==> src/hsi_cfg.svh <==
`ifndef HSI_CFG_SVH
`define HSI_CFG_SVH

// Serial timing.
`define HSI_BIT_DIV 4
`define HSI_RX_OVS 4
`define HSI_FRAME_BITS 11

// Fixed command bytes.
`define HSI_SR_CODE 8'hA5
`define HSI_TM_CODE 8'h3C

// Bit periods allowed between stop bit and reply start bit.
`define HSI_REPLY_TIMEOUT 24

`endif
==> src/hsi_pkg.sv <==
package hsi_pkg;

	// Source of the command currently on the link.
	typedef enum logic [1:0]
	{
		SRC_NONE = 2'd0,
		SRC_SR   = 2'd1,
		SRC_TM   = 2'd2,
		SRC_CCW  = 2'd3
	} src_t;

	localparam int RX_ERR_START  = 0; // Start bit not low at its middle.
	localparam int RX_ERR_PARITY = 1;
	localparam int RX_ERR_STOP   = 2; // Stop bit sampled low.

endpackage

==> src/hsi_master.sv <==
module hsi_master import hsi_pkg::*;
(
	input  logic       clk,
	input  logic       n_rst,
	input  logic       sr_tx_rdy,
	input  logic       tm_tx_rdy,
	input  logic       ccw_tx_rdy,
	input  logic [7:0] ccw_d,
	input  logic       base_com,
	input  logic       dat_src,
	input  logic       dat1,
	input  logic       dat2,
	output logic       sr_tx_ack,
	output logic       tm_tx_ack,
	output logic       ccw_tx_en,
	output logic       ccw_d_sending,
	output logic       sr_repeat_req,
	output logic       tm_repeat_req,
	output logic       ccw_repeat_req,
	output logic [7:0] q,
	output logic       q_rdy,
	output logic [2:0] rx_errs,
	output logic       rx_frame_end,
	output logic       com1,
	output logic       com2
);

	logic       tx_bit_en;
	logic       tx_start;
	logic [7:0] tx_byte;
	src_t       grant_src;
	logic       tx_bit;
	logic       tx_busy;
	logic       tx_done;
	logic       reply_wait;
	logic       rx_start;
	logic       switch_req;
	logic       reply_ok;

	clk_en_gen u_clk_en (.clk(clk), .n_rst(n_rst), .tx_bit_en(tx_bit_en));

	tx_arbiter u_arb (
		.clk(clk), .n_rst(n_rst),
		.sr_tx_rdy(sr_tx_rdy), .tm_tx_rdy(tm_tx_rdy), .ccw_tx_rdy(ccw_tx_rdy),
		.ccw_d(ccw_d), .tx_busy(tx_busy), .reply_wait(reply_wait),
		.sr_tx_ack(sr_tx_ack), .tm_tx_ack(tm_tx_ack), .ccw_tx_en(ccw_tx_en),
		.tx_start(tx_start), .tx_byte(tx_byte), .grant_src(grant_src)
	);

	frame_tx u_tx (
		.clk(clk), .n_rst(n_rst), .tx_bit_en(tx_bit_en),
		.tx_start(tx_start), .tx_byte(tx_byte), .grant_src(grant_src),
		.tx_bit(tx_bit), .tx_busy(tx_busy), .tx_done(tx_done),
		.ccw_d_sending(ccw_d_sending)
	);

	frame_rx u_rx (
		.clk(clk), .n_rst(n_rst), .dat1(dat1), .dat2(dat2), .dat_src(dat_src),
		.q(q), .q_rdy(q_rdy), .rx_start(rx_start),
		.rx_frame_end(rx_frame_end), .rx_errs(rx_errs)
	);

	reply_monitor u_mon (
		.clk(clk), .n_rst(n_rst), .tx_start(tx_start), .tx_done(tx_done),
		.grant_src(grant_src), .rx_start(rx_start),
		.rx_frame_end(rx_frame_end), .rx_errs(rx_errs),
		.reply_wait(reply_wait), .sr_repeat_req(sr_repeat_req),
		.tm_repeat_req(tm_repeat_req), .ccw_repeat_req(ccw_repeat_req),
		.switch_req(switch_req), .reply_ok(reply_ok)
	);

	line_switch u_line (
		.clk(clk), .n_rst(n_rst), .switch_req(switch_req), .reply_ok(reply_ok),
		.base_com(base_com), .tx_bit(tx_bit), .com1(com1), .com2(com2)
	);

endmodule

==> src/line_switch.sv <==
module line_switch
(
	input  logic clk,
	input  logic n_rst,
	input  logic switch_req,
	input  logic reply_ok,
	input  logic base_com,
	input  logic tx_bit,
	output logic com1,
	output logic com2
);

	logic switched;
	logic flip;
	logic use_com2;

	assign use_com2 = base_com ^ (switched & flip);
	assign com1     = use_com2 ? 1'b1 : tx_bit;
	assign com2     = use_com2 ? tx_bit : 1'b1;

	always_ff @(posedge clk or negedge n_rst)
	begin
		if (!n_rst)
		begin
			switched <= 1'b0;
			flip     <= 1'b0;
		end
		else
		begin
			if (switch_req && !switched)
				flip <= ~flip; // Rising edge of switched.
			if (switch_req)
				switched <= 1'b1;
			else if (reply_ok)
				switched <= 1'b0;
		end
	end

endmodule

==> src/reply_monitor.sv <==
`include "hsi_cfg.svh"

module reply_monitor import hsi_pkg::*;
(
	input  logic       clk,
	input  logic       n_rst,
	input  logic       tx_start,
	input  logic       tx_done,
	input  src_t       grant_src,
	input  logic       rx_start,
	input  logic       rx_frame_end,
	input  logic [2:0] rx_errs,
	output logic       reply_wait,
	output logic       sr_repeat_req,
	output logic       tm_repeat_req,
	output logic       ccw_repeat_req,
	output logic       switch_req,
	output logic       reply_ok
);

	localparam int LIMIT = `HSI_REPLY_TIMEOUT * `HSI_BIT_DIV;
	localparam int CNT_W = $clog2(LIMIT);

	logic             wait_q;
	logic             timing; // Between tx_done and the reply start bit.
	logic [CNT_W-1:0] tmo_cnt;
	logic             timeout;
	logic             bad_reply;
	logic             fail;

	assign reply_wait = wait_q | tx_start;
	assign timeout    = timing & (tmo_cnt == CNT_W'(LIMIT - 1));
	assign bad_reply  = wait_q & rx_frame_end & (|rx_errs);
	assign fail       = timeout | bad_reply;

	always_ff @(posedge clk or negedge n_rst)
	begin
		if (!n_rst)
		begin
			wait_q         <= 1'b0;
			timing         <= 1'b0;
			tmo_cnt        <= '0;
			sr_repeat_req  <= 1'b0;
			tm_repeat_req  <= 1'b0;
			ccw_repeat_req <= 1'b0;
			switch_req     <= 1'b0;
			reply_ok       <= 1'b0;
		end
		else
		begin
			sr_repeat_req  <= fail && (grant_src == SRC_SR);
			tm_repeat_req  <= fail && (grant_src == SRC_TM);
			ccw_repeat_req <= fail && (grant_src == SRC_CCW);
			switch_req     <= timeout; // Only silence moves the line.
			reply_ok       <= wait_q & rx_frame_end & ~(|rx_errs);
			if (tx_start)
			begin
				wait_q <= 1'b1;
				timing <= 1'b0;
			end
			else if (timeout || (wait_q && rx_frame_end))
			begin
				wait_q <= 1'b0;
				timing <= 1'b0;
			end
			else if (wait_q && tx_done)
			begin
				timing  <= 1'b1;
				tmo_cnt <= '0;
			end
			else if (rx_start)
				timing <= 1'b0;
			else if (timing)
				tmo_cnt <= tmo_cnt + 1'b1;
		end
	end

endmodule

==> src/frame_rx.sv <==
`include "hsi_cfg.svh"

module frame_rx import hsi_pkg::*;
(
	input  logic       clk,
	input  logic       n_rst,
	input  logic       dat1,
	input  logic       dat2,
	input  logic       dat_src,
	output logic [7:0] q,
	output logic       q_rdy,
	output logic       rx_start,
	output logic       rx_frame_end,
	output logic [2:0] rx_errs
);

	localparam int OVS  = `HSI_RX_OVS;
	localparam int PH_W = $clog2(OVS);

	logic [2:0]      sync; // Two sync flops, then the previous sample.
	logic            line;
	logic            fall;
	logic            in_start;
	logic            in_bits;
	logic [PH_W-1:0] phase;
	logic [3:0]      bit_idx;
	logic [7:0]      data_sr;
	logic            par_bit;
	logic            bit_mid;

	assign line    = sync[1];
	assign fall    = sync[2] & ~sync[1];
	assign bit_mid = in_bits && (phase == PH_W'(OVS - 1));

	always_ff @(posedge clk or negedge n_rst)
	begin
		if (!n_rst)
			sync <= '1;
		else
			sync <= {sync[1:0], dat_src ? dat2 : dat1};
	end

	always_ff @(posedge clk)
	begin
		if (bit_mid)
		begin
			if (bit_idx < 4'd8)
				data_sr <= {line, data_sr[7:1]};
			else if (bit_idx == 4'd8)
				par_bit <= line;
			else
				q <= data_sr;
		end
	end

	always_ff @(posedge clk or negedge n_rst)
	begin
		if (!n_rst)
		begin
			in_start     <= 1'b0;
			in_bits      <= 1'b0;
			phase        <= '0;
			bit_idx      <= '0;
			rx_errs      <= '0;
			rx_start     <= 1'b0;
			rx_frame_end <= 1'b0;
			q_rdy        <= 1'b0;
		end
		else
		begin
			rx_start     <= 1'b0;
			rx_frame_end <= 1'b0;
			q_rdy        <= 1'b0;
			phase        <= phase + 1'b1;
			if (!in_start && !in_bits)
			begin
				if (fall)
				begin
					in_start <= 1'b1;
					phase    <= '0;
					rx_errs  <= '0; // Errors of the last frame held until here.
				end
			end
			else if (in_start)
			begin
				if (phase == PH_W'(OVS / 2 - 1))
				begin
					in_start <= 1'b0;
					phase    <= '0;
					if (!line)
					begin
						in_bits  <= 1'b1;
						bit_idx  <= '0;
						rx_start <= 1'b1;
					end
					else
					begin
						rx_errs[RX_ERR_START] <= 1'b1; // Glitch.
						rx_frame_end          <= 1'b1;
					end
				end
			end
			else if (bit_mid)
			begin
				phase   <= '0;
				bit_idx <= bit_idx + 1'b1;
				if (bit_idx == 4'd9)
				begin
					in_bits                <= 1'b0;
					rx_frame_end           <= 1'b1;
					rx_errs[RX_ERR_PARITY] <= ~(^{par_bit, data_sr});
					rx_errs[RX_ERR_STOP]   <= ~line;
					q_rdy                  <= (^{par_bit, data_sr}) & line;
				end
			end
		end
	end

endmodule

==> src/frame_tx.sv <==
`include "hsi_cfg.svh"

module frame_tx import hsi_pkg::*;
(
	input  logic       clk,
	input  logic       n_rst,
	input  logic       tx_bit_en,
	input  logic       tx_start,
	input  logic [7:0] tx_byte,
	input  src_t       grant_src,
	output logic       tx_bit,
	output logic       tx_busy,
	output logic       tx_done,
	output logic       ccw_d_sending
);

	localparam int FRAME_BITS = `HSI_FRAME_BITS;

	logic [FRAME_BITS-1:0] shreg;
	logic [3:0]            bit_cnt;
	logic                  pending; // Frame loaded, waiting for a bit boundary.
	logic                  active;
	logic                  is_ccw;

	assign tx_busy       = pending | active;
	assign tx_done       = active & tx_bit_en & (bit_cnt == 4'(FRAME_BITS - 1));
	assign ccw_d_sending = active & is_ccw;

	// Stop, odd parity, data LSB first, start.
	always_ff @(posedge clk)
	begin
		if (tx_start)
			shreg <= {1'b1, ~^tx_byte, tx_byte, 1'b0};
		else if (tx_bit_en && tx_busy)
			shreg <= {1'b1, shreg[FRAME_BITS-1:1]};
	end

	always_ff @(posedge clk or negedge n_rst)
	begin
		if (!n_rst)
		begin
			tx_bit  <= 1'b1;
			bit_cnt <= '0;
			pending <= 1'b0;
			active  <= 1'b0;
			is_ccw  <= 1'b0;
		end
		else if (tx_start)
		begin
			pending <= 1'b1;
			is_ccw  <= (grant_src == SRC_CCW);
		end
		else if (tx_bit_en)
		begin
			if (pending)
			begin
				pending <= 1'b0;
				active  <= 1'b1;
				bit_cnt <= '0;
				tx_bit  <= shreg[0]; // Start bit.
			end
			else if (tx_done)
			begin
				active <= 1'b0;
				tx_bit <= 1'b1; // Back to idle.
			end
			else if (active)
			begin
				bit_cnt <= bit_cnt + 1'b1;
				tx_bit  <= shreg[0];
			end
		end
	end

endmodule

==> src/tx_arbiter.sv <==
`include "hsi_cfg.svh"

module tx_arbiter import hsi_pkg::*;
(
	input  logic       clk,
	input  logic       n_rst,
	input  logic       sr_tx_rdy,
	input  logic       tm_tx_rdy,
	input  logic       ccw_tx_rdy,
	input  logic [7:0] ccw_d,
	input  logic       tx_busy,
	input  logic       reply_wait,
	output logic       sr_tx_ack,
	output logic       tm_tx_ack,
	output logic       ccw_tx_en,
	output logic       tx_start,
	output logic [7:0] tx_byte,
	output src_t       grant_src
);

	src_t pick;
	logic grant_ok;

	always_comb
	begin
		pick = SRC_NONE;
		if (sr_tx_rdy)
			pick = SRC_SR; // Service request wins.
		else if (tm_tx_rdy)
			pick = SRC_TM;
		else if (ccw_tx_rdy)
			pick = SRC_CCW;
	end

	// tx_start guards the cycle before tx_busy rises.
	assign grant_ok = (pick != SRC_NONE) && !tx_busy && !reply_wait && !tx_start;

	always_ff @(posedge clk or negedge n_rst)
	begin
		if (!n_rst)
		begin
			tx_start  <= 1'b0;
			sr_tx_ack <= 1'b0;
			tm_tx_ack <= 1'b0;
			ccw_tx_en <= 1'b0;
			grant_src <= SRC_NONE;
		end
		else
		begin
			tx_start  <= grant_ok;
			sr_tx_ack <= grant_ok && (pick == SRC_SR);
			tm_tx_ack <= grant_ok && (pick == SRC_TM);
			ccw_tx_en <= grant_ok && (pick == SRC_CCW);
			if (grant_ok)
				grant_src <= pick; // Held for reply supervision.
		end
	end

	always_ff @(posedge clk)
	begin
		if (grant_ok)
		begin
			case (pick)
				SRC_SR:  tx_byte <= `HSI_SR_CODE;
				SRC_TM:  tx_byte <= `HSI_TM_CODE;
				default: tx_byte <= ccw_d;
			endcase
		end
	end

endmodule

==> src/clk_en_gen.sv <==
`include "hsi_cfg.svh"

module clk_en_gen
(
	input  logic clk,
	input  logic n_rst,
	output logic tx_bit_en
);

	localparam int DIV   = `HSI_BIT_DIV;
	localparam int CNT_W = $clog2(DIV);

	logic [CNT_W-1:0] div_cnt;

	assign tx_bit_en = (div_cnt == CNT_W'(DIV - 1)); // One clk per bit period.

	always_ff @(posedge clk or negedge n_rst)
	begin
		if (!n_rst)
			div_cnt <= '0;
		else if (tx_bit_en)
			div_cnt <= '0;
		else
			div_cnt <= div_cnt + 1'b1;
	end

endmodule

==> config.mk <==
export PLATFORM = sky130hd
export DESIGN_NAME = hsi_master
export DESIGN_NICKNAME = d
export VERILOG_FILES = /design/src/hsi_pkg.sv /design/src/hsi_master.sv /design/src/line_switch.sv /design/src/reply_monitor.sv /design/src/frame_rx.sv /design/src/frame_tx.sv /design/src/tx_arbiter.sv /design/src/clk_en_gen.sv
export VERILOG_INCLUDE_DIRS = /design/src
export SDC_FILE = /design/constraint.sdc
export NUM_CORES = 1
export LEC_CHECK = 0
export ABC_AREA = 1
export BUFFER_PORTS_ARGS = -buffer_cell sky130_fd_sc_hd__buf_4
export CELL_PAD_IN_SITES_DETAIL_PLACEMENT = 1
export CELL_PAD_IN_SITES_GLOBAL_PLACEMENT = 2
export CORE_ASPECT_RATIO = 1.1
export CORE_MARGIN = 5
export CORE_UTILIZATION = 35
export DETAILED_ROUTE_END_ITERATION = 8
export GPL_ROUTABILITY_DRIVEN = 0
export MAX_ROUTING_LAYER = met4
export PLACE_DENSITY = 0.78
export RECOVER_POWER = 50
export SYNTH_ARGS = -nofsm -noshare
export SYNTH_HDL_FRONTEND = slang
export SYNTH_HIERARCHICAL = 1
export SYNTH_SLANG_ARGS = --single-unit
==> constraint.sdc <==
create_clock -name clk -period 2 [get_ports clk]
set_clock_uncertainty 0.15 [all_clocks]
set_input_delay 0.5 -clock clk [delete_from_list [all_inputs] [get_ports clk]]
set_output_delay 0.5 -clock clk [all_outputs]
set_load 0.03 [all_outputs]
Word-level counts from Yosys, hierarchy flattened
Cells that the tools add are included.
{ "totals": {"reg_bits": 84, "output_inout_bits": 22, "inputBits": 17, "word_cells": 209} }
{ "op_classes": {"reduce_logical": 53, "eq_ne": 19, "addsub": 5, "magnitude_cmp": 1, "n_bitwise": 23, "mux": 71} }
{ "op_table": {"columns": ["op", "count"], "rows": [
  ["two-way mux 1 bit", 44],
  ["nonzero test 2 bit", 15],
  ["two-way mux 4 bit", 7],
  ["two-way mux 2 bit", 12],
  ["two-way mux 7 bit", 3],
  ["two-way mux 10 bit", 2],
  ["AND reduction 4 bit", 5],
  ["case mux 8 bit (2 select lines)", 1],
  ["logical AND 1 bit", 15],
  ["equality test 2 bit, second input constant", 6],
  ["equality test 4 bit, second input constant", 3],
  ["AND reduction 3 bit", 4],
  ["bitwise AND 1 bit", 10],
  ["inverter 1 bit", 9],
  ["XOR reduction 9 bit", 1],
  ["adder 4 x 1 -> 4 bit, second input constant", 2],
  ["inequality test 2 bit, second input constant", 4],
  ["XNOR reduction 8 bit", 1],
  ["adder 7 x 1 -> 7 bit, second input constant", 1],
  ["equality test 7 bit, second input constant", 1],
  ["equality test 2 x 1 -> 1 bit, second input constant", 3],
  ["zero test 1 bit", 6],
  ["two-way mux 3 bit", 2],
  ["AND reduction 5 bit", 1],
  ["10 further kinds", 14]
]} }

Depth between registers and ports, before layout
Gate-level depths: netlist (run 1).
{ "depth": {"depth_word": 8, "mapped_depth": 12, "mapped_depth_nobuf": 11} }

Hierarchy
The synthesis (run 1) kept the hierarchy.
{ "by_module_without_submodules": {"columns": ["module", "instances", "seq_area_each_um2", "area_per_inst_um2", "cells_per_inst"], "rows": [
  ["frame_rx", 1, 939.7, 1448.9, 130],
  ["frame_tx", 1, 491.7, 1036.0, 132],
  ["reply_monitor", 1, 350.3, 724.4, 83],
  ["tx_arbiter", 1, 390.4, 621.8, 65],
  ["line_switch", 1, 50.0, 111.4, 16],
  ["clk_en_gen", 1, 50.0, 66.3, 4]
]} }

Worst setup path after synthesis (run 1)
OpenSTA, ideal clock, no wires.
{ "synth_timing": {"path_kind": "input -> register", "from": "input tm_tx_rdy", "to": "register u_arb.tx_byte[0], enable pin", "arrival_ps": 1550, "path_slack_ps": -76, "setup_time_ps": 376, "stages": 7, "n_path_buf": 0, "cell_sequence": "nor2_1 > nor2_1 > inv_1 > ha_1 > inv_1 > nand2_1 > nor2_1"} }
{ "synth_between": {"elab_chain_len": 6} }
{ "synth_rtl": {"columns": ["item", "line_no", "text"], "rows": [
  ["start: declaration", "hsi_master.sv:6", "input logic tm_tx_rdy,"],
  ["two-way mux 2 bit", "tx_arbiter.sv:29", "else if (tm_tx_rdy)"],
  ["two-way mux 2 bit", "tx_arbiter.sv:27", "if (sr_tx_rdy)"],
  ["net u_arb.pick[1]", "tx_arbiter.sv:21", "src_t pick;"],
  ["nonzero test 2 bit", "tx_arbiter.sv:36", "assign grant_ok = (pick != SRC_NONE) && !tx_busy && !reply_wait && !tx_start;"],
  ["logical AND 1 bit (3 in a row)", "tx_arbiter.sv:36", null],
  ["net u_arb.grant_ok", "tx_arbiter.sv:22", "logic grant_ok;"],
  ["end signal: assignment", "tx_arbiter.sv:64", "SRC_SR: tx_byte <= `HSI_SR_CODE;"],
  ["end signal: assignment", "tx_arbiter.sv:65", "SRC_TM: tx_byte <= `HSI_TM_CODE;"],
  ["end signal: assignment", "tx_arbiter.sv:66", "default: tx_byte <= ccw_d;"],
  ["end: declaration", "tx_arbiter.sv:17", "output logic [7:0] tx_byte,"]
]} }
The timed path passes the listed nets, and every way through them passes these cells.
A chain may end at the register's enable or synchronous reset.

Worst setup path after layout (run 1)
{ "layout_timing": {"from": "register u_line.switched", "to": "output com1"} }
{ "layout_between": {"elab_chain_len": 3} }
{ "layout_rtl": {"columns": ["item", "line_no", "text"], "rows": [
  ["start: declaration", "line_switch.sv:13", "logic switched;"],
  ["start signal: assignment", "line_switch.sv:25", "switched <= 1'b0;"],
  ["start signal: assignment", "line_switch.sv:33", "switched <= 1'b1;"],
  ["start signal: assignment", "line_switch.sv:35", "switched <= 1'b0;"],
  ["bitwise AND 1 bit", "line_switch.sv:17", "assign use_com2 = base_com ^ (switched & flip);"],
  ["bitwise XOR 1 bit", "line_switch.sv:17", null],
  ["two-way mux 1 bit", "line_switch.sv:18", "assign com1 = use_com2 ? 1'b1 : tx_bit;"],
  ["end: declaration", "hsi_master.sv:24", "output logic com1,"]
]} }
No other way between the ends.

==> results_dict.tcl, run 1 <==
set metrics [dict create \
    status "finished, final reports clean" \
    finalHoldViolCount 0 \
    numCtsBuffers 9 \
    hold_path_class "reg -> reg" \
    yosysWarnings 6 \
    clk_pin_slew_ns 0.06 \
    synth_cells 430 \
    port_buffers 38 \
    clock_sinks 84 \
    critPathMaxFanout 4 \
    place_ws_ns 0.0476 \
    grt_pass1_vias 2973 \
    fin_crit_ns 1.81 \
    dpl-instance-area_um2 4540 \
    place_inst 625 \
    drc 0 \
    drive_gt1_share_pct 18.7 \
    postRouteAntennaNets 0 \
    hpwl_um 6210 \
    ys_ff_latch 84 \
    die_h_um 122 \
    core_area_um2 11300 \
    drtIter0Drc 121 \
    cap_violations 0 \
    cpMaxStageDelayCell "dfrtp_1" \
    cts.htree.levels 3 \
    required_ns 1.35 \
    hold_buffers 0 \
    final_nets 517 \
    first_pass_iters 4 \
    area_growth_pct 19.4 \
    post-route-cell-area_um2 4790 \
    critical-path-max-stage-delay_ns 0.40 \
    avgSynthCellArea_um2 9.32 \
    startpoint_type "flip-flop" \
    worstSetupPathType "reg -> out" \
    synth.area.top_cells "dfrtp_1 28%, edfxtp_1 25%, nand2_1 12%" \
    period_share_pct 90.4 \
    final_cells 641 \
    peakVddDrop_mv 0.454 \
    grt_overflow_total 0 \
    setup_tns_ns 0 \
    cts-root-buf "clkbuf_16" \
    grt_pass1_wl_um 14100 \
    synthDistinctLibCells 36 \
    fin_ws_ns 0.191 \
    rows 41 \
    worst_slew_pin_slew_ns 1.25 \
    insertion_delay_ns 0.33 \
    die_w_um 112 \
    fmax_ghz 0.553 \
    syn_nets 461 \
    wl_per_cell_um 12.7 \
    power_density_nw_per_um2 1090 \
    relSlewSlack_pct 16.4 \
    syn_area_um2 4010 \
    initial_core_util_pct 35.4 \
    cts.repair.resized 0 \
    cts_tree "yes" \
    wl_um 8150 \
    rsz0062_at_grt "no" \
    p_leak_nw 2.31 \
    setup_viol_count_final 0 \
    yosys.area.top_type "dfrtp_1" \
    synth_top_cell_area_share_pct 28.1 \
    seq_area_frac_synth_pct 56.7 \
    via_per_inst 4.53 \
    grtUsageTotal_pct 13.4 \
    die_area_um2 13700 \
    cp_common_cell "nand2_1" \
    arrival_ns 1.16 \
    diodes 0 \
    io-pin-count 39 \
    cp_cell_sequence "nand2_1, nand2_1, nand2_1, nand2_1, buf_4" \
    cp-end-kind "primary output" \
    drv_slew 0 \
    postCtsSetupBuffers 0 \
    antenna_found_initial 0 \
    clockBufferDepth 2 \
    grt_max_degree 50 \
    dr_total_vias 2904 \
]
-- per-layer routing --
layer,track usage (%),wire [um]
met1,16.8,3830
met2,21.3,3960
met3,2.22,203
met4,6.31,158
met5,-,0
-- final timing paths --
kind,end,slack (ns),cells after the start,from
worst max-delay path,com1,0.19,5,u_line/switched$_DFFE_PN0P_
min in group asynchronous,u_mon/tmo_cnt[3]$_DFFE_PN0P_,0.28,1,n_rst
worst min-delay path,u_rx/sync[1]$_DFF_PN1_,0.21,0,u_rx/sync[0]$_DFF_PN1_
worst min register to register,u_rx/sync[1]$_DFF_PN1_,0.21,0,u_rx/sync[0]$_DFF_PN1_
max in group asynchronous,u_arb/sr_tx_ack$_DFF_PN0_,0.66,1,n_rst
worst max register to register,u_mon/tmo_cnt[3]$_DFFE_PN0P_,0.28,10,u_tx/bit_cnt[1]$_DFFE_PN0P_
-- power by group --
group          switching (mW)  internal [mW]  total, mW
clock network           0.617          0.906       1.52
logic                   0.769          0.484       1.25
registers               0.300           2.15       2.44
-- cell families (layout without fill, tap and decap cells) --
kind of cell / count (synthesis) / in the layout / share of synthesized area (%)
mux: 1 / 1 / 0.281
xor+xnor: 8 / 8 / 1.75
fa+ha+maj: 14 / 14 / 4.37
flops: 84 / 84 / 56.7
compound gates: 41 / 41 / 6.05
buf+inv: 68 / 129 / 7.02
simple gates: 214 / 214 / 23.8
-- flip-flops by register name, summed over array words and instances (netlist names), 3 cells and up --
| signal | flops |
|---|---|
| u_rx/bit_idx | 4 |
| u_tx/bit_cnt | 4 |
| u_rx/sync | 3 |
| u_rx/data_sr | 8 |
| u_arb/tx_byte | 8 |
| u_rx/rx_errs | 3 |
| u_tx/shreg | 10 |
| u_mon/tmo_cnt | 7 |
| u_rx/q | 8 |
-- worst max-delay path, delay by kind of cell, from the launching register on --
kind,cells,cell delay (ns)
DFF,1,0.40
buffers and inverters,1,0.16
and+or+nand+nor,4,0.26
-- area by class of cell --
class                           count  area (um^2)
Clock buffer                       14          264
Clock inverter                      2         10.0
Fill cell                        1327         6550
Inverter                           65          246
Multi-Input combinational cell    278         1450
Sequential cell                    84         2270
Tap cell                          150          188
Timing Repair Buffer               48          355
-- per-stage QoR --
step / hold slack (ns) / util, % / total power, mW
3_5_place_dp: 0.197 / 40.0 / 3.77
5_1_grt: 0.217 / 42.2 / 5.61
4_1_cts: 0.0660 / 42.4 / 5.35
3_3_place_gp: 0.197 / 40.0 / 3.70
2_1_floorplan: 0.0544 / - / 3.30
6_report: 0.211 / 42.2 / 5.22
-- synth_stat cells (all sizes together) --
cell type  instances
nand2            138
inv               65
dfrtp             45
nor2              40
edfxtp            34
o21ai             29
nand3             24
ha                14
a21oi              7
dfstp              4
nand4              4
xnor2              4
xor2               4
or2                3
buf                2
nand3b             2
nor4               2
o21bai             2
a31o               1
clkbuf             1
dfxtp              1
mux2               1
nor3               1
o21a               1
o41ai              1
-- cells in the final DEF (no fill, tap or decap), types with 2 or more instances in the layout --
cell type / Yosys / final
dfstp_2: 4 / 3
o21bai_1: 2 / 2
nand2_2: 11 / 10
xor2_1: 4 / 4
xnor2_1: 4 / 4
clkbuf_16: 0 / 9
buf_4: 0 / 40
inv_1: 61 / 61
o21ai_2: 6 / 6
ha_1: 14 / 14
nand4_1: 4 / 4
nand2_1: 126 / 127
nor4_1: 2 / 2
edfxtp_1: 34 / 34
nand3b_1: 2 / 2
dfrtp_1: 45 / 45
clkbuf_4: 0 / 2
inv_2: 3 / 3
clkinv_2: 0 / 2
o21ai_1: 8 / 7
clkbuf_1: 1 / 7
or2_1: 2 / 2
clkbuf_8: 0 / 2
nor2_2: 6 / 5
nand3_1: 22 / 22
nand3_4: 2 / 2
a21oi_1: 7 / 7
o21ai_0: 15 / 16
nor2_1: 33 / 34
No activity file was read; power rests on OpenSTA's default activity.
==> run 2, diff against run 1 <==
--- a/config.mk
+++ b/config.mk
@@ -16,7 +16,7 @@
 export DETAILED_ROUTE_END_ITERATION = 8
 export GPL_ROUTABILITY_DRIVEN = 0
 export MAX_ROUTING_LAYER = met4
-export PLACE_DENSITY = 0.78
+export PLACE_DENSITY_LB_ADDON = 0.1
 export RECOVER_POWER = 50
 export SYNTH_ARGS = -nofsm -noshare
 export SYNTH_HDL_FRONTEND = slang
==> results_dict.tcl, run 2 (synthesis results as in run 1) <==
set metrics [dict create \
    status "finished, final reports clean" \
    cp_cell_sequence "inv_1, nand3_1, buf_4" \
    rows 41 \
    grt_max_degree 32 \
    numCtsBuffers 9 \
    worstSetupPathType "reg -> out" \
    cap_violations 0 \
    required_ns 1.35 \
    grt_util_met2_pct 24.1 \
    period_share_pct 91.1 \
    core_area_um2 11300 \
    cts.htree.levels 3 \
    grt_pass1_vias 3080 \
    relSlewSlack_pct 63.6 \
    setup_tns_ns 0 \
    hold_path_class "reg -> reg" \
    wl_per_cell_um 13.5 \
    die_area_um2 13700 \
    drc 0 \
    io-pin-count 39 \
    final_cell_mix "127 x nand2_1, 61 x inv_1, 45 x dfrtp_1" \
    grtUsageMet1_pct 16.6 \
    grt_pass1_wl_um 14800 \
    setup_viol_count_final 0 \
    critPathBufInv 2 \
    area_growth_pct 20.3 \
    grtUsageTotal_pct 14.1 \
    use_met3_pct 2.91 \
    die_h_um 122 \
    post-route-cell-area_um2 4820 \
    rsz0062_at_grt "no" \
    arrival_ns 1.17 \
    finalHoldViolCount 0 \
    drive_gt1_share_pct 19.9 \
    grt-busiest-layer "met2" \
    first_pass_iters 4 \
    cts-root-buf "clkbuf_16" \
    diodes 0 \
    worst_slew_pin_slew_ns 0.546 \
    whs_ns 0.211 \
    cpLargestDelayFamily "flip-flops" \
    clockBufferDepth 2 \
    dpl-instance-area_um2 4560 \
    critical-path-max-stage-delay_ns 0.55 \
    postRouteAntennaNets 0 \
    via_per_inst 4.57 \
    insertion_delay_ns 0.34 \
    p_leak_nw 2.32 \
    antenna_found_initial 0 \
    seq_area_um2 2270 \
    hpwl_um 6530 \
    fmax_ghz 0.549 \
    fill_cells 1303 \
    final_common_cell "nand2_1" \
    fin_crit_ns 1.82 \
    clk_pin_slew_ns 0.06 \
    drtIter0Drc 97 \
    clock_sinks 84 \
    die_w_um 112 \
    multi_input_area_um2 1440 \
    power_density_nw_per_um2 1110 \
    port_buffers 38 \
    cp-end-kind "primary output" \
    drv_slew 0 \
    initial_core_util_pct 35.4 \
    top_register "u_tx/shreg" \
    cts.repair.resized 0 \
    cts_tree "yes" \
    grt_overflow_total 0 \
    peakVddDrop_mv 0.397 \
    cpMaxStageDelayCell "dfstp_2" \
    startpoint_type "flip-flop" \
    final_nets 519 \
    dr_total_vias 2940 \
    largest_reg_flops 10 \
    critPathMaxFanout 2 \
    wl_um 8670 \
]
-- run 2: final timing paths --
kind	slack, ns	end	cells after the start	startpoint
worst min-delay path	0.21	u_rx/sync[1]$_DFF_PN1_	0	u_rx/sync[0]$_DFF_PN1_
worst min register to register	0.21	u_rx/sync[1]$_DFF_PN1_	0	u_rx/sync[0]$_DFF_PN1_
min in group asynchronous	0.53	u_tx/bit_cnt[3]$_DFFE_PN0P_	2	n_rst
worst max-delay path	0.18	com2	3	u_tx/tx_bit$_DFFE_PN1P_
worst max register to register	0.18	u_mon/tmo_cnt[3]$_DFFE_PN0P_	10	u_clk_en/div_cnt[0]$_DFF_PN0_
max in group asynchronous	0.23	u_rx/sync[0]$_DFF_PN1_	3	n_rst
-- run 2: final cells by class --
cell class / instances / area share (%)
clock buffers: 9 / 4.67
clock inverters: 7 / 1.58
inverters: 65 / 5.11
multi-input cells: 278 / 29.8
flip-flops and latches: 84 / 47.1
well taps: 150 / 3.89
repair buffers: 50 / 7.88
-- run 2: metrics by stage --
stage | cells | setup WS, ns | total power [mW] | util, %
finish | 643 | 0.178 | 5.34 | 42.6
floorplan | 430 | 0.0895 | 3.30 | -
global route | 643 | 0.0180 | 5.73 | 42.6
CTS | 643 | 0.140 | 5.48 | 42.9
detailed placement | 626 | 0.107 | 3.78 | 40.2
global placement | 626 | 0.119 | 3.73 | 40.2
-- run 2: power by group --
group | total [mW] | internal (mW) | switching, mW
sequential | 2.44 | 2.14 | 0.295
combinational | 1.25 | 0.485 | 0.762
clock | 1.66 | 0.973 | 0.685
total | 5.34 | 3.60 | 1.74
-- run 2: layer usage --
metal / part of all wire (%) / vias to the layer above
met1: 45 / 1410
met4: 1.9 / 0
met3: 2.6 / 20
met5: 0 / -
met2: 51 / 29
li1: - / 1481
-- run 2: repair_timing --
action                                 CTS  global route
endpoints found under the hold margin   17             0
setup buffers                            0             0
hold buffers                             1             0
==> run 3, diff against run 2 <==
--- a/config.mk
+++ b/config.mk
@@ -7,7 +7,8 @@
 export NUM_CORES = 1
 export LEC_CHECK = 0
 export ABC_AREA = 1
-export BUFFER_PORTS_ARGS = -buffer_cell sky130_fd_sc_hd__buf_4
+export ABC_CLOCK_PERIOD_IN_PS = 2000
+export BUFFER_PORTS_ARGS = -buffer_cell sky130_fd_sc_hd__clkbuf_2
 export CELL_PAD_IN_SITES_DETAIL_PLACEMENT = 1
 export CELL_PAD_IN_SITES_GLOBAL_PLACEMENT = 2
 export CORE_ASPECT_RATIO = 1.1
@@ -20,5 +21,4 @@
 export RECOVER_POWER = 50
 export SYNTH_ARGS = -nofsm -noshare
 export SYNTH_HDL_FRONTEND = slang
-export SYNTH_HIERARCHICAL = 1
 export SYNTH_SLANG_ARGS = --single-unit
==> results_dict.tcl, run 3 <==
set metrics [dict create \
    insertion_delay_ns 0.34 \
    cp-end-kind "primary output" \
    drtIter0Drc 110 \
    fin_util_pct 42.8 \
    yosys.area.top_type "dfrtp_1" \
    dr_total_vias 2630 \
    yosysWarnings 0 \
    hold_path_class "reg -> reg" \
    fmax_ghz 0.513 \
    required_ns 1.35 \
    arrival_ns 1.30 \
    reg2reg_depth 9 \
    period_share_pct 97.4 \
    peakVddDrop_mv 0.628 \
    initial_core_util_pct 35.5 \
    critical-path-max-stage-delay_ns 0.36 \
    cp-endpoint "com2" \
    clock_sinks 84 \
    grt_pass1_wl_um 13300 \
    setup_tns_ns 0 \
    top_register "u_tx.shreg" \
    r2r-end "u_mon.tmo_cnt[1]$_DFFE_PN0P_" \
    io-pin-count 39 \
    drive_gt1_share_pct 21.9 \
    async_reset_ff_share_pct 58.3 \
    rows 40 \
    hpwl_um 5750 \
    fin_crit_ns 1.95 \
    avgSynthCellArea_um2 10.6 \
    final_common_cell "nand2_1" \
    port_buffers 38 \
    clockBufferDepth 2 \
    synth_most_common_cell "nand2_1" \
    cpMaxStageDelayCell "dfrtp_1" \
    final_nets 451 \
    synth_top_flop_cell "dfrtp_1" \
    syn_nets 393 \
    numCtsBuffers 9 \
    synth_top_cell_area_share_pct 29.3 \
    finalHoldViolCount 0 \
    p_leak_nw 2.15 \
    area_growth_pct 20.5 \
    relSlewSlack_pct 51.1 \
    worstSetupPathType "reg -> out" \
    die_area_um2 13200 \
    critPathBufInv 1 \
    cpLargestDelayFamily "flip-flops" \
    grt_max_degree 50 \
    wl_um 7860 \
    status "finished, final reports clean" \
    grtUsageTotal_pct 13.7 \
    first_pass_iters 4 \
    synth_cells 362 \
    worst_slew_pin_slew_ns 0.734 \
    grt_overflow_total 0 \
    synth_common_cells "74 x nand2_1, 54 x inv_1, 45 x dfrtp_1" \
    diodes 0 \
    cts.htree.levels 3 \
    wl_per_cell_um 13.7 \
    largest_reg_flops 10 \
    syn_area_um2 3840 \
    grt_pass1_vias 2747 \
    via_per_inst 4.60 \
    cap_violations 0 \
    synth-edff-count 34 \
    die_h_um 120 \
    final_cell_mix "73 x nand2_1, 55 x inv_1, 45 x dfrtp_1" \
    cts-root-buf "clkbuf_16" \
    critPathMaxFanout 2 \
    ys_ff_latch 84 \
    clk_pin_slew_ns 0.06 \
    antenna_found_initial 0 \
    rsz0062_at_grt "yes" \
    synth.area.top_cells "dfrtp_1 29%, edfxtp_1 27%, nand2_1 7.2%" \
    drc 0 \
    reg2reg_from "u_mon.tmo_cnt[0]$_DFFE_PN0P_" \
    cts_tree "yes" \
    cp_cell_sequence "nand2_2, xor2_2, or2_4, buf_8" \
    seq_area_frac_synth_pct 59.2 \
    setup_viol_count_final 0 \
    core_area_um2 10800 \
    crit_path_start "u_line.flip$_DFFE_PN0P_" \
    startpoint_type "flip-flop" \
    postRouteAntennaNets 0 \
    drv_slew 0 \
    synthDistinctLibCells 35 \
    cp_num_cells 4 \
    die_w_um 110 \
    r2r_slack_ns 0.17 \
    power_density_nw_per_um2 1110 \
]
==> run 3: cell count changes after synthesis, moves of 5 or more <==
cell     change
nor2_1       -9
inv_1        -7
xnor2_1      +6
nand3_1      -5
xor2_1       +7
a22o_1       +8
nand2_1     -52
nor3_1       +5
nand2_2      -6
o21ai_1      -8
==> run 3: cell type report <==
class	count	area [um^2]
Clock buffer	9	225
Clock inverter	7	98.8
Fill cell	1244	6190
Inverter	57	214
Multi-Input combinational cell	217	1330
Sequential cell	84	2270
Tap cell	147	184
Timing Repair Buffer	51	304
==> run 3: metal layers <==
layer	GRT usage, %	up-vias	wire length, um
met5	-	-	0
met4	7.25	0	197
met3	2.90	13	218
met2	20.6	36	3680
met1	17.4	1300	3770
li1	-	1281	-
==> run 3: repair_timing <==
item / in CTS / in global routing
setup buffers: 1 / 0
pin swaps: 0 / 1
endpoints found under the hold margin: 13 / 0
gates resized for setup: 5 / 1
setup endpoints to repair: 1 / 1
hold buffers: 1 / 0
cloned: 0 / 0
==> run 3: how the worst min path moves through the flow <==
| stage | startpoint | to | slack [ns] | cells after the start |
|---|---|---|---|---|
| after global placement | u_rx.sync[0]$_DFF_PN1_ | u_rx.sync[1]$_DFF_PN1_ | 0.20 | 0 |
| after floorplan | n_rst | u_arb.ccw_tx_en$_DFF_PN0_ | 0.05 | 0 |
| after CTS | u_rx.sync[0]$_DFF_PN1_ | u_rx.sync[1]$_DFF_PN1_ | 0.21 | 0 |
| after detailed placement | u_rx.sync[0]$_DFF_PN1_ | u_rx.sync[1]$_DFF_PN1_ | 0.20 | 0 |
| final | u_rx.sync[0]$_DFF_PN1_ | u_rx.sync[1]$_DFF_PN1_ | 0.21 | 0 |
| after global routing | u_rx.sync[0]$_DFF_PN1_ | u_rx.sync[1]$_DFF_PN1_ | 0.22 | 0 |
==> run 3: where the power goes <==
part | switching, mW | internal [mW]
clock | 0.704 | 1.10
sequential | 0.238 | 2.09
combinational | 0.627 | 0.367
==> run 3: worst register-to-register path, delay by kind of cell (launching register included) <==
kind	cells	cell delay, ns
adders and majority gates	1	0.24
AOI/OAI and AO/OA	1	0.06
DFF	1	0.42
buffers and inverters	2	0.23
and+or+nand+nor	5	0.62
==> run 3: cell families (layout without fill, tap and decap cells) <==
logic type | after synthesis | after routing | share of synthesized area (%)
buf+inv | 61 | 124 | 6.46
fa+ha+maj | 14 | 14 | 4.56
simple gates | 140 | 140 | 17.2
compound gates | 41 | 41 | 7.53
mux | 1 | 1 | 0.293
flops | 84 | 84 | 59.2
xor+xnor | 21 | 21 | 4.79
==> run 3: stage by stage <==
step	hold WS [ns]	total power [mW]	setup slack [ns]	area [um^2]	cells
global route	0.220	5.48	-0.00925	4620	572
detailed placement	0.198	3.37	0.00106	4290	554
global placement	0.198	3.34	0.0744	4290	554
floorplan	0.0544	3.03	0.00911	3840	362
CTS	0.210	5.23	0.00504	4650	572
finish	0.213	5.13	0.0526	4620	572
